==> src/design/hawk_defines.svh <==
////////////////////
// hawk front end sizes
// line, chunk and page geometry, dram base, compression threshold
////////////////////
`ifndef HAWK_DEFINES_SVH
`define HAWK_DEFINES_SVH

// bus widths
`define HAWK_ADDR_W       32               // cpu and memory address
`define HAWK_LINE_W       128              // one cache line
`define HAWK_CHUNK_W      32               // compressor granule

// page geometry
`define HAWK_CHUNKS       4                // chunks per line
`define HAWK_PAGE_LINES   8                // lines per page
`define HAWK_LINE_BYTES   16               // line stride in memory
`define HAWK_CHUNK_BYTES  4                // bytes per stored chunk

`define HAWK_DRAM_BASE    32'h8000_0000    // cpu view of dram start
`define HAWK_COMP_THRESH  64               // above this, page stays raw
`define HAWK_SIZE_W       8                // compressed size field

`endif

==> src/design/hawk_mem_pkg.sv <==
////////////////////
// hawk memory side types
// cpu and memory controller strobe port bundles
////////////////////
`include "hawk_defines.svh"

package hawk_mem_pkg;

   // cpu request, one strobe per access
   typedef struct packed {
      logic                    valid;   // request strobe
      logic                    we;      // 1 write, 0 read
      logic [`HAWK_ADDR_W-1:0] addr;    // byte address
      logic [`HAWK_LINE_W-1:0] wdata;   // full line write data
   } cpu_req_t;

   typedef struct packed {
      logic                    valid;   // read return pulse
      logic [`HAWK_LINE_W-1:0] rdata;
   } cpu_resp_t;

   // memory controller side, same layout as cpu
   typedef struct packed {
      logic                    valid;
      logic                    we;
      logic [`HAWK_ADDR_W-1:0] addr;    // rebased address
      logic [`HAWK_LINE_W-1:0] wdata;
   } mem_req_t;

   typedef struct packed {
      logic                    valid;   // in order, reads only
      logic [`HAWK_LINE_W-1:0] rdata;
   } mem_resp_t;

endpackage

==> src/design/hawk_comp_pkg.sv <==
////////////////////
// hawk compressor types
// line views, control states, page result
////////////////////
`include "hawk_defines.svh"

package hawk_comp_pkg;

   // one line, flat for the cpu, chunked for the compressor
   typedef union packed {
      logic [`HAWK_LINE_W-1:0]                      flat;
      logic [`HAWK_CHUNKS-1:0][`HAWK_CHUNK_W-1:0]   chunk;  // chunk[0] is low word
   } hawk_line_u;

   // page operation sequence
   typedef enum logic [2:0] {
      IDLE    = 3'd0,   // cpu owns memory
      DRAIN   = 3'd1,   // wait out cpu reads
      ISSUE   = 3'd2,   // one line read per cycle
      COLLECT = 3'd3,   // wait last line
      DONE    = 3'd4    // one cycle done pulse
   } ctrl_state_e;

   typedef struct packed {
      logic [`HAWK_PAGE_LINES-1:0] zero_vec;  // bit n set, line n all zero
      logic [`HAWK_SIZE_W-1:0]     size;      // compressed bytes
      logic                        incomp;    // size over threshold
   } comp_result_t;

endpackage

==> src/design/hawk_ctrl_fsm.sv <==
////////////////////
// hawk page operation FSM
// drains cpu reads, reads one page, hands result back
////////////////////
`timescale 1ns/1ps

module hawk_ctrl_fsm
   import hawk_comp_pkg::*;
(
   input  logic clk_i,
   input  logic arst_n_i,
   input  logic cmd_start_i,      // one cycle pulse
   input  logic hawk_inactive_i,  // engine off, cpu path unaffected
   input  logic cpu_rd_idle_i,    // no cpu read in flight
   input  logic issue_last_i,     // eighth line read going out
   input  logic resp_last_i,      // eighth line data back
   output logic busy_o,           // hold off cpu
   output logic eng_own_o,        // engine drives memory
   output logic issue_en_o,
   output logic clear_o,
   output logic finish_o,
   output logic cmd_done_o
);

   ctrl_state_e state_q, state_d;
   logic        start_ok;

   assign start_ok = cmd_start_i & ~hawk_inactive_i;  // start dropped while inactive

   always_comb begin
      state_d = state_q;
      case (state_q)
         IDLE: begin
            if (start_ok) state_d = DRAIN;
         end
         DRAIN: begin
            // at least one cycle, a read forwarded with start is counted by now
            if (cpu_rd_idle_i) state_d = ISSUE;
         end
         ISSUE: begin
            if (issue_last_i) state_d = COLLECT;  // exactly 8 cycles
         end
         COLLECT: begin
            if (resp_last_i) state_d = DONE;
         end
         DONE: begin
            state_d = IDLE;
         end
         default: begin
            state_d = IDLE;
         end
      endcase
   end

   always_ff @(posedge clk_i or negedge arst_n_i) begin
      if (!arst_n_i) begin
         state_q <= IDLE;
      end else begin
         state_q <= state_d;
      end
   end

   assign busy_o     = (state_q != IDLE);                         // through DONE
   assign eng_own_o  = (state_q == ISSUE) | (state_q == COLLECT);
   assign issue_en_o = (state_q == ISSUE);
   assign clear_o    = (state_q == IDLE) & start_ok;              // fresh counters
   assign finish_o   = (state_q == COLLECT) & resp_last_i;        // result lands with DONE
   assign cmd_done_o = (state_q == DONE);

endmodule

==> src/design/hawk_line_counter.sv <==
////////////////////
// hawk line counters
// lines issued and lines returned for one page
////////////////////
`timescale 1ns/1ps
`include "hawk_defines.svh"

module hawk_line_counter (
   input  logic                                 clk_i,
   input  logic                                 arst_n_i,
   input  logic                                 clear_i,       // page start
   input  logic                                 issue_en_i,    // one read per cycle
   input  logic                                 resp_valid_i,  // engine line back
   output logic [$clog2(`HAWK_PAGE_LINES)-1:0]  issue_idx_o,   // line being read
   output logic                                 issue_last_o,
   output logic                                 resp_last_o
);

   logic [$clog2(`HAWK_PAGE_LINES)-1:0] issue_cnt_q;  // wraps after the eighth
   logic [$clog2(`HAWK_PAGE_LINES)-1:0] resp_cnt_q;

   always_ff @(posedge clk_i or negedge arst_n_i) begin
      if (!arst_n_i) begin
         issue_cnt_q <= '0;
         resp_cnt_q  <= '0;
      end else if (clear_i) begin
         issue_cnt_q <= '0;
         resp_cnt_q  <= '0;
      end else begin
         if (issue_en_i)   issue_cnt_q <= issue_cnt_q + 1'b1;
         if (resp_valid_i) resp_cnt_q  <= resp_cnt_q + 1'b1;
      end
   end

   assign issue_idx_o  = issue_cnt_q;
   // eighth event, flagged in its own cycle
   assign issue_last_o = issue_en_i & (issue_cnt_q == ($clog2(`HAWK_PAGE_LINES))'(`HAWK_PAGE_LINES - 1));
   assign resp_last_o  = resp_valid_i & (resp_cnt_q == ($clog2(`HAWK_PAGE_LINES))'(`HAWK_PAGE_LINES - 1));

endmodule

==> src/design/hawk_zero_detect.sv <==
////////////////////
// hawk zero chunk detector
// marks all zero lines, counts live chunks, sizes the page
////////////////////
`timescale 1ns/1ps
`include "hawk_defines.svh"

module hawk_zero_detect
   import hawk_mem_pkg::*, hawk_comp_pkg::*;
(
   input  logic         clk_i,
   input  logic         arst_n_i,
   input  logic         clear_i,   // page start
   input  mem_resp_t    line_i,    // engine read return
   input  logic         finish_i,  // last line on line_i now
   output comp_result_t result_o
);

   hawk_line_u                          line_v;     // chunk view of the return
   logic [$clog2(`HAWK_CHUNKS+1)-1:0]   line_nz;    // live chunks in this line
   logic                                line_zero;
   logic [`HAWK_PAGE_LINES-1:0]         zvec_q, zvec_d;
   logic [`HAWK_SIZE_W-1:0]             nz_q, nz_d; // live chunks so far
   logic [`HAWK_SIZE_W-1:0]             size_d;
   comp_result_t                        result_q;

   always_comb begin
      line_v.flat = line_i.rdata;
      line_nz     = '0;
      for (int i = 0; i < `HAWK_CHUNKS; i++) begin
         if (line_v.chunk[i] != '0) line_nz = line_nz + 1'b1;
      end
      line_zero = (line_nz == '0);
   end

   // shift in from the top, line 0 ends at bit 0
   assign zvec_d = line_i.valid ? {line_zero, zvec_q[`HAWK_PAGE_LINES-1:1]} : zvec_q;
   assign nz_d   = line_i.valid ? nz_q + `HAWK_SIZE_W'(line_nz) : nz_q;
   assign size_d = nz_d * `HAWK_SIZE_W'(`HAWK_CHUNK_BYTES);  // includes current line

   always_ff @(posedge clk_i or negedge arst_n_i) begin
      if (!arst_n_i) begin
         zvec_q   <= '0;
         nz_q     <= '0;
         result_q <= '0;
      end else begin
         if (clear_i) begin
            zvec_q <= '0;
            nz_q   <= '0;
         end else begin
            zvec_q <= zvec_d;  // one cycle per response
            nz_q   <= nz_d;
         end
         if (finish_i) begin
            result_q.zero_vec <= zvec_d;
            result_q.size     <= size_d;
            result_q.incomp   <= (size_d > `HAWK_SIZE_W'(`HAWK_COMP_THRESH));
         end
      end
   end

   assign result_o = result_q;  // held until next finish

endmodule

==> src/design/hawk_cpu_stall.sv <==
////////////////////
// hawk cpu stall
// rebases cpu addresses, parks one request while engine busy
////////////////////
`timescale 1ns/1ps
`include "hawk_defines.svh"

module hawk_cpu_stall
   import hawk_mem_pkg::*;
(
   input  logic     clk_i,
   input  logic     arst_n_i,
   input  logic     uart_boot_en_i,  // boot, addresses used as is
   input  logic     busy_i,          // page operation running
   input  cpu_req_t cpu_req_i,
   output cpu_req_t fwd_req_o,       // to memory mux
   output logic     cpu_stall_o
);

   cpu_req_t req_rb;      // rebased request
   cpu_req_t hold_q;      // parked request
   logic     hold_vld_q;
   logic     capture;

   always_comb begin
      req_rb = cpu_req_i;
      if (!uart_boot_en_i) begin
         req_rb.addr = cpu_req_i.addr - `HAWK_DRAM_BASE;  // dram at zero on the mc
      end
   end

   assign capture = cpu_req_i.valid & busy_i;  // one deep, cpu waits on stall

   always_ff @(posedge clk_i or negedge arst_n_i) begin
      if (!arst_n_i) begin
         hold_vld_q <= 1'b0;
      end else if (capture) begin
         hold_vld_q <= 1'b1;
      end else if (!busy_i) begin
         hold_vld_q <= 1'b0;  // released this cycle
      end
   end

   always_ff @(posedge clk_i) begin
      if (capture) hold_q <= req_rb;
   end

   always_comb begin
      fwd_req_o = req_rb;                            // straight through when idle
      if (hold_vld_q) fwd_req_o = hold_q;            // parked one goes first
      fwd_req_o.valid = fwd_req_o.valid & ~busy_i;   // nothing out while busy
   end

   assign cpu_stall_o = hold_vld_q;  // drops cycle after release

endmodule

==> src/design/hawk_mem_mux.sv <==
////////////////////
// hawk memory port mux
// engine or cpu on the mc port, read returns steered back
////////////////////
`timescale 1ns/1ps
`include "hawk_defines.svh"

module hawk_mem_mux
   import hawk_mem_pkg::*;
(
   input  logic                                clk_i,
   input  logic                                arst_n_i,
   input  logic                                eng_own_i,
   input  cpu_req_t                            fwd_req_i,
   input  logic                                issue_en_i,
   input  logic [$clog2(`HAWK_PAGE_LINES)-1:0] issue_idx_i,
   input  logic [`HAWK_ADDR_W-1:0]             cmd_page_i,  // stable for the whole op
   input  mem_resp_t                           mem_resp_i,
   output mem_req_t                            mem_req_o,
   output cpu_resp_t                           cpu_resp_o,
   output mem_resp_t                           eng_resp_o,
   output logic                                cpu_rd_idle_o
);

   logic [7:0]              rd_cnt_q;   // cpu reads in flight
   logic                    cpu_rd_issue;
   logic                    rd_ret;     // return belongs to cpu
   logic [`HAWK_ADDR_W-1:0] line_addr;

   assign line_addr = cmd_page_i
                    + `HAWK_ADDR_W'(issue_idx_i) * `HAWK_ADDR_W'(`HAWK_LINE_BYTES);

   always_comb begin
      if (eng_own_i) begin
         mem_req_o.valid = issue_en_i;  // line reads only
         mem_req_o.we    = 1'b0;
         mem_req_o.addr  = line_addr;
         mem_req_o.wdata = '0;
      end else begin
         mem_req_o.valid = fwd_req_i.valid;
         mem_req_o.we    = fwd_req_i.we;
         mem_req_o.addr  = fwd_req_i.addr;
         mem_req_o.wdata = fwd_req_i.wdata;
      end
   end

   assign cpu_rd_issue = fwd_req_i.valid & ~fwd_req_i.we & ~eng_own_i;
   assign rd_ret       = mem_resp_i.valid & (rd_cnt_q != '0);  // in order, cpu first

   always_ff @(posedge clk_i or negedge arst_n_i) begin
      if (!arst_n_i) begin
         rd_cnt_q <= '0;
      end else begin
         case ({cpu_rd_issue, rd_ret})
            2'b10:   rd_cnt_q <= rd_cnt_q + 1'b1;
            2'b01:   rd_cnt_q <= rd_cnt_q - 1'b1;
            default: rd_cnt_q <= rd_cnt_q;  // both or neither
         endcase
      end
   end

   assign cpu_resp_o.valid = rd_ret;
   assign cpu_resp_o.rdata = mem_resp_i.rdata;
   assign eng_resp_o.valid = mem_resp_i.valid & (rd_cnt_q == '0);  // rest is page data
   assign eng_resp_o.rdata = mem_resp_i.rdata;
   assign cpu_rd_idle_o    = (rd_cnt_q == '0);

endmodule

==> src/design/hawk_core.sv <==
////////////////////
// hawk compression front end
// cpu stall and rebase, mc port mux, zero chunk page compressor
////////////////////
`timescale 1ns/1ps
`include "hawk_defines.svh"

module hawk_core
   import hawk_mem_pkg::*, hawk_comp_pkg::*;
(
   input  logic                    clk_i,
   input  logic                    arst_n_i,
   input  logic                    uart_boot_en_i,
   input  logic                    hawk_inactive_i,
   input  cpu_req_t                cpu_req_i,
   input  logic                    cmd_start_i,
   input  logic [`HAWK_ADDR_W-1:0] cmd_page_i,   // page base on the mc
   input  mem_resp_t               mem_resp_i,
   output logic                    cpu_stall_o,
   output cpu_resp_t               cpu_resp_o,
   output mem_req_t                mem_req_o,
   output logic                    cmd_done_o,
   output comp_result_t            result_o
);

   ////////////////////
   // internal wiring
   ////////////////////
   logic                                busy;         // fsm to stall unit
   logic                                eng_own;      // fsm to mux
   logic                                cpu_rd_idle;
   logic                                issue_en;
   logic                                clear;
   logic                                finish;
   logic                                issue_last;
   logic                                resp_last;
   logic [$clog2(`HAWK_PAGE_LINES)-1:0] issue_idx;
   mem_resp_t                           eng_resp;     // page lines only
   cpu_req_t                            fwd_req;      // rebased, stall applied

   hawk_cpu_stall u_cpu_stall (
      .clk_i, .arst_n_i, .uart_boot_en_i,
      .busy_i      (busy),
      .cpu_req_i,
      .fwd_req_o   (fwd_req),
      .cpu_stall_o
   );

   hawk_mem_mux u_mem_mux (
      .clk_i, .arst_n_i,
      .eng_own_i     (eng_own),
      .fwd_req_i     (fwd_req),
      .issue_en_i    (issue_en),
      .issue_idx_i   (issue_idx),
      .cmd_page_i, .mem_resp_i, .mem_req_o, .cpu_resp_o,
      .eng_resp_o    (eng_resp),
      .cpu_rd_idle_o (cpu_rd_idle)
   );

   hawk_ctrl_fsm u_ctrl_fsm (
      .clk_i, .arst_n_i, .cmd_start_i, .hawk_inactive_i,
      .cpu_rd_idle_i (cpu_rd_idle),
      .issue_last_i  (issue_last),
      .resp_last_i   (resp_last),
      .busy_o        (busy),
      .eng_own_o     (eng_own),
      .issue_en_o    (issue_en),
      .clear_o       (clear),
      .finish_o      (finish),
      .cmd_done_o
   );

   hawk_line_counter u_line_counter (
      .clk_i, .arst_n_i,
      .clear_i      (clear),
      .issue_en_i   (issue_en),
      .resp_valid_i (eng_resp.valid),  // counts page lines back
      .issue_idx_o  (issue_idx),
      .issue_last_o (issue_last),
      .resp_last_o  (resp_last)
   );

   hawk_zero_detect u_zero_detect (
      .clk_i, .arst_n_i,
      .clear_i  (clear),
      .line_i   (eng_resp),
      .finish_i (finish),
      .result_o
   );

endmodule

==> config.mk <==
export PLATFORM = sky130hd
export DESIGN_NAME = hawk_core
export DESIGN_NICKNAME = d
export VERILOG_FILES = /design/src/design/hawk_mem_pkg.sv /design/src/design/hawk_comp_pkg.sv /design/src/design/hawk_ctrl_fsm.sv /design/src/design/hawk_line_counter.sv /design/src/design/hawk_zero_detect.sv /design/src/design/hawk_cpu_stall.sv /design/src/design/hawk_mem_mux.sv /design/src/design/hawk_core.sv
export VERILOG_INCLUDE_DIRS = /design/src /design/src/design
export SDC_FILE = /design/constraint.sdc
export NUM_CORES = 1
export LEC_CHECK = 0
export BUFFER_PORTS_ARGS = -buffer_cell sky130_fd_sc_hd__buf_4
export CAP_MARGIN = 5
export CORE_AREA = 2 2 247 249
export CTS_CLUSTER_SIZE = 25
export DETAILED_ROUTE_END_ITERATION = 8
export DIE_AREA = 0 0 249 251
export HOLD_SLACK_MARGIN = 0.06
export PLACE_DENSITY = 0.53
export SYNTH_ARGS = -nofsm -noshare
export SYNTH_HDL_FRONTEND = slang
export SYNTH_SLANG_ARGS = --single-unit
export TNS_END_PERCENT = 5
==> constraint.sdc <==
create_clock -name clk_i -period 15.7 [get_ports clk_i]
set_clock_uncertainty 0.2 [all_clocks]
set_input_delay 0 -clock clk_i [delete_from_list [all_inputs] [get_ports clk_i]]
set_output_delay 0 -clock clk_i [all_outputs]
set_load 0.01 [all_outputs]
==> impl_results.md, run 1 <==
- Tcrit/Tclk final: 0.3161
- Worst setup SP type: input port
- Die width: 249 um
- Slowest Stage Delay on Critical Path: 0.78 ns
- Max-slew headroom: 0.06967
- Layout Nets: 2370
- Worst VDD drop: 0.1009 mV
- Crit path to: u_zero_detect.result_o[0]
- Largest net degree at the start of global routing: 195
- H-Tree Depth: 1
- Worst setup EP type: flip-flop
- Synth area leaders: edfxtp_1 (41%), mux2i_1 (13%), dfrtp_1 (10%)
- Vias per inst: 4.251
- Area grow syn2layout: 86.46%
- Max-cap viol count: 0
- Cell Chain, Critical Path: dlygate4sd3_1, buf_4, nor4_1, nand4_1, nor2_1, ha_1, nor3_1, nor2_1, ha_1, mux2_2, ha_1, a21oi_1, nand2_1, or4_1, o311ai_0, a2111oi_0, a211o_1
- Clock share of power: 0.277
- Core box area: 59790 sq um
- Crit Path Category: input port to flip-flop
- Mapped cell area: 11750 sq um
- Rows: 90
- Drt pass-1 iters: 6
- Yosys Warn Count: 0
- Hold crit path type: input port to primary output
- Layout Utilization: 0.3663
- Register area share after synthesis: 0.5143
- HPWL Detailed: 36780 um
- PD cells: 102.0 nW/um^2
- Yosys top cell area share: 0.4141
- Crit path top cell by count: ha_1
- Leakage: 10.37 nW
- Clock Path Buffers: 3
- Post-Synthesis Cells: 1075
- Register-to-Register Path Depth: 12
- Total negative slack: 0 ns
- Initial Util: 0.1964
- Final min period: 4.963 ns
- Initial DRC count: 746
- Post-DRT Antenna Nets: 0
- Vias in the first global route: 12700
- WL/cell: 18.68 um
- Inst Count DP: 2314
- Syn_area_per_cell: 10.93 sq um
- Count leader, synth: nor2_1
- Crit-path slowest cell: nor4_1
- Sequential share of power: 0.313
- Synth Flop Type: edfxtp_1
- Post CTS Setup Buffer Count: 0
- Placer Congestion: 1.272
- First-pass GRT wire length: 77580 um
- Post-synthesis async set-or-reset flop share: 0.2249
- CTS-repair resized insts: 0
- Final setup violating endpoints: 0
- RR Endpoint: u_mem_mux.rd_cnt_q[7]
- Total power: 2.234 mW
- Clk slew on worst S/H paths: 0.06 ns
- Final hold viol count: 0
- Worst-margin pin slew: 1.395 ns
- Critical path arrival: 5.20 ns
- FF+latch count, synth: 209
- CP delay by family, top: simple AND/OR/NAND/NOR gates
- Status: complete, no violations
- Cell depth of the worst setup path: 17
- RSZ-0062 raised after global routing: no
- Initial antenna violation count: 12
- R2R Setup Slk: 11.59 ns
- Hold Slack: 0.07833 ns
- Post-Layout Cell Count: 2832
- Die Y: 251 um
- Buf/Inv on CP: 2
- Synth area leader: edfxtp_1
- Synth unique cells: 55
- Routed Wire Length: 52900 um
- # DRC: 0
- NetSw: 767.9 uW
- Boundary Pins: 638
- Switching share of total power: 0.3438
- Proportion of layout cells with a drive suffix above 1: 0.3438
- Total clock sinks: 209
- Max-slew violation count: 0
- Fmax: 201.5 MHz
- Die area: 62500 sq um
- Congestion Overflow GR: 0
- CP startpoint: mem_resp_i[4]
- P_int: 1.466 mW
- Critical path required time: 15.93 ns
- CTS Root Buffer Type: clkbuf_16
- Hold Path Depth: 2
- CTS tree: done
- DR vias: 12040
- Launching point of the worst reg2reg path: u_cpu_stall.cpu_stall_o
- Comb pwr share: 0.410
- Total GRT Usage: 0.1608
- IO buf count: 635
- Cts bufs inserted: 28
- Post-synth top cells: nor2_1 (166), edfxtp_1 (162), mux2i_1 (158)
- Cts hold-fix bufs: 456
- Post-synth EDFFs: 162
- CP Max Fanout: 4
- Clk Latency, worst-skew pair: 0.54 ns
-- worst register-to-register path: cells and delay by family, from the launching register on --
family / cells / cell delay (ns)
adders and majority gates: 2 / 0.65
and+or+nand+nor: 4 / 0.56
xor gates and xnor gates: 1 / 0.16
buffers and inverters: 1 / 0.54
AOI/OAI and AO/OA: 4 / 1.10
DFF: 1 / 0.84
-- state kept, by name, indices dropped and copies added (netlist names) --
signal / count
u_zero_detect.result_o: 15
u_line_counter.issue_idx_o: 3
u_line_counter.resp_cnt_q: 3
u_zero_detect.nz_q: 6
u_mem_mux.rd_cnt_q: 8
u_ctrl_fsm.state_q: 3
u_cpu_stall.hold_q: 162
u_cpu_stall.cpu_stall_o: 1
u_zero_detect.zvec_q: 8
-- kinds of logic (layout without fill, tap and decap cells) --
group	after synthesis	in the layout	share of synthesized area
buf+inv	205	1168	0.1080
simple gates	337	337	0.1335
flops	209	209	0.5143
fa+ha+maj	23	23	0.02642
compound gates	102	102	0.05283
mux	159	159	0.1356
other cells	1	13	0.0003193
xor+xnor	39	39	0.02908
-- how the worst min path moves through the flow --
| stage | to | startpoint | slack [ns] |
|---|---|---|---|
| after floorplan | u_cpu_stall.cpu_stall_o | arst_n_i | -0.50 |
| after global placement | u_zero_detect.result_o[4] | arst_n_i | -0.15 |
| after detailed placement | u_zero_detect.result_o[4] | arst_n_i | -0.14 |
| after CTS | cpu_resp_o[87] | mem_resp_i[87] | 0.06 |
| after global routing | cpu_resp_o[87] | mem_resp_i[87] | 0.06 |
| final | cpu_resp_o[87] | mem_resp_i[87] | 0.08 |
-- routing by layer --
| metal | GRT usage | wire length [um] |
|---|---|---|
| met1 | 0.1930 | 21620 |
| met2 | 0.2565 | 23890 |
| met3 | 0.07569 | 5730 |
| met4 | 0.04277 | 1516 |
| met5 | 0.01390 | 139 |
-- layout make-up --
type | instances | area, sq um
tap | 782 | 978.4
timing repair buffer | 1097 | 9427
clock buffer | 33 | 760.7
clock inverter | 17 | 130.1
fill | 5847 | 37890
multi-input combinational | 662 | 4456
antenna | 11 | 27.53
sequential | 209 | 6045
inverter | 21 | 78.83
-- power by group through the flow --
| stage | sequential (mW) | clock [mW] | combinational, mW |
|---|---|---|---|
| after detailed placement | 0.712 | 0 | 0.817 |
| after global placement | 0.710 | 0 | 0.812 |
| final | 0.700 | 0.618 | 0.916 |
| after CTS | 0.701 | 0.645 | 0.915 |
| after floorplan | 0.699 | 0 | 0.411 |
| after global routing | 0.708 | 0.666 | 0.991 |
-- placed cells by master, fill, tap and decap left out, types with 4 or more instances in the layout --
master and n:
buf_4 638, dlygate4sd3_1 455, nor2_1 165, edfxtp_1 162, mux2i_1 158, nand2_1 57
dfrtp_1 46, o21ai_0 42, nor4_1 34, xnor2_1 29, clkbuf_16 29, inv_1 21
a21oi_1 21, ha_1 20, nor2b_1 19, a211oi_1 16, nand4_1 14, nor3_1 12
diode_2 11, xor2_1 10, nand3_1 8, clkinvlp_4 5, clkinv_2 5, and3_1 4
-- metrics by stage --
step	setup slack [ns]	instance area, sq um
2_1_floorplan	6.960	11750
3_3_place_gp	11.10	16390
3_5_place_dp	11.11	16390
4_1_cts	11.09	21860
5_1_grt	10.78	21890
6_report	10.74	21900
(Power assumes the default switching activity.)
==> run 2: changes to the inputs <==
==> constraint.sdc (replaced) <==
create_clock -name clk_i -period 4.65 [get_ports clk_i]
set_clock_uncertainty 0.2 [all_clocks]
set_input_delay 0 -clock clk_i [delete_from_list [all_inputs] [get_ports clk_i]]
set_output_delay 0 -clock clk_i [all_outputs]
set_load 0.01 [all_outputs]
==> run 2 against run 1 <==
Clock power rose to 3.4 times the previous value; setup slack worse by 10 ns; final cell count down 0.39%; critical path depth unchanged; non-clock buffer count up 1; wire length up 7.9%; highest routed layer unchanged.
==> impl_results.md, run 2 (same netlist as run 1, synthesis figures left out) <==
- Tcrit/Tclk final: 0.9167
- Critical path required time: 4.91 ns
- Commonest non-fill, non-tap cell in the layout: buf_4
- Total GRT Usage: 0.1739
- Max-slew violation count: 0
- Worst VDD drop: 0.3496 mV
- Die width: 249 um
- Largest net degree at the start of global routing: 128
- First-pass GRT wire length: 81970 um
- WL/cell: 20.23 um
- Routed Wire Length: 57070 um
- Vias per inst: 4.167
- Most frequent cells in the layout: buf_4 (644), dlygate4sd3_1 (450), nor2_1 (165)
- Total clock sinks: 209
- CP Max Fanout: 4
- H-Tree Depth: 1
- CTS-repair resized insts: 0
- Placed cell areas: 16450 sq um
- Crit Path Category: input port to flip-flop
- Proportion of layout cells with a drive suffix above 1: 0.3449
- Initial antenna violation count: 6
- Largest reg by FF count: u_cpu_stall.hold_q
- Leakage: 10.38 nW
- Final Cell Area: 21880 sq um
- Final hold viol count: 0
- Critical path arrival: 4.52 ns
- Layout Utilization: 0.3659
- DR vias: 11760
- Status: complete, no violations
- Worst setup EP type: flip-flop
- Initial DRC count: 575
- Total negative slack: 0 ns
- Largest register FFs: 162
- Placer Congestion: 1.018
- Die area: 62500 sq um
- Boundary Pins: 638
- Vias in the first global route: 12360
- Layout Nets: 2369
- IO buf count: 635
- Rows: 90
- PD cells: 347.4 nW/um^2
- Final min period: 4.263 ns
- CTS tree: done
- Max-slew headroom: 0.3350
- Fmax: 234.6 MHz
- Cts bufs inserted: 26
- Max-cap viol count: 0
- Area grow syn2layout: 86.24%
- Hold crit path type: input port to primary output
- Worst-margin pin slew: 0.9976 ns
- Drt pass-1 iters: 5
- Clock Path Buffers: 3
- Core box area: 59790 sq um
- Clk Latency, worst-skew pair: 0.57 ns
- HPWL Detailed: 43350 um
- Final setup violating endpoints: 0
- Die Y: 251 um
- CTS Root Buffer Type: clkbuf_16
- Congestion Overflow GR: 0
- Total power: 7.600 mW
- # DRC: 0
- Clk slew on worst S/H paths: 0.06 ns
- Worst setup SP type: input port
- Initial Util: 0.1964
- RSZ-0062 raised after global routing: no
- Post CTS Setup Buffer Count: 0
- Post-Layout Cell Count: 2821
- Post-DRT Antenna Nets: 0
- Inst Count DP: 2321
==> run 2: changes by cell type in the layout (fill, tap and decap cells not counted), moves of 2 or more <==
cell           previous run  this run
buf_4                   638       644
clkbuf_1                  2         7
clkbuf_16                29        27
clkbuf_8                  2         7
clkinv_1                  3         0
clkinv_2                  5         3
clkinvlp_4                5         1
diode_2                  11         1
dlygate4sd3_1           455       450
inv_6                     2         0
==> run 2: area by class of cell <==
class	instances	area (sq um)
Inverter	21	78.83
Tap cell	782	978.4
Timing Repair Buffer	1098	9427
Antenna cell	1	2.502
Fill cell	5940	37920
Clock buffer	41	798.3
Multi-Input combinational cell	662	4456
Clock inverter	7	91.34
Sequential cell	209	6045
==> run 2: what timing repair did <==
action | in CTS | in global routing
hold buffers | 450 | 1
hold endpoints to repair | 413 | 1
setup endpoints to repair | 0 | 0
==> run 2: per-layer routing <==
metal,GRT usage,up-vias,routed length (um)
met5,0,-,10
met1,0.2350,5747,25660
met4,0.03481,2,1006
met2,0.2776,347,26410
met3,0.04866,64,3980
li1,-,5595,-
==> run 2: worst max-delay path, cell delays in order <==
cell,delay [ns]
dlygate4sd3_1,0.55
buf_4,0.14
nor4_1,0.45
nand4_1,0.19
nor2_1,0.33
ha_1,0.33
nor3_1,0.36
nor2_1,0.12
ha_1,0.30
mux2_2,0.28
ha_1,0.18
a21oi_1,0.14
nand2_1,0.12
or4_1,0.51
o311ai_0,0.09
a2111oi_0,0.16
a211o_1,0.28
==> run 2: power breakdown <==
part	total [mW]	switching (mW)	internal [mW]	leakage (nW)
Sequential	2.34	0.116	2.22	2.20
Clock	2.09	0.849	1.24	0.433
Combinational	3.18	1.65	1.52	7.75
Total	7.60	2.62	4.98	10.4
==> run 2: metrics by stage <==
step | worst slack, ns | hold WS, ns
CTS | 0.5028 | 0.06014
global placement | 0.5188 | -0.1443
finish | 0.3875 | 0.05133
floorplan | 0.8581 | -0.4956
detailed placement | 0.4469 | -0.1319
global route | 0.09094 | 0.06143
==> run 2: final timing paths <==
| path | startpoint | endpoint | slack [ns] | cells past startpoint |
|---|---|---|---|---|
| max | mem_resp_i[6] | u_zero_detect.result_o[0] | 0.39 | 17 |
| min | mem_resp_i[21] | cpu_resp_o[21] | 0.05 | 2 |
| max reg2reg | u_ctrl_fsm.state_q[2] | u_mem_mux.rd_cnt_q[7] | 1.14 | 10 |
| min reg2reg | u_zero_detect.result_o[10] | u_zero_detect.result_o[10] | 0.28 | 2 |
| max in group asynchronous | arst_n_i | u_zero_detect.result_o[11] | 3.62 | 4 |
| min in group asynchronous | arst_n_i | u_cpu_stall.cpu_stall_o | 0.37 | 4 |
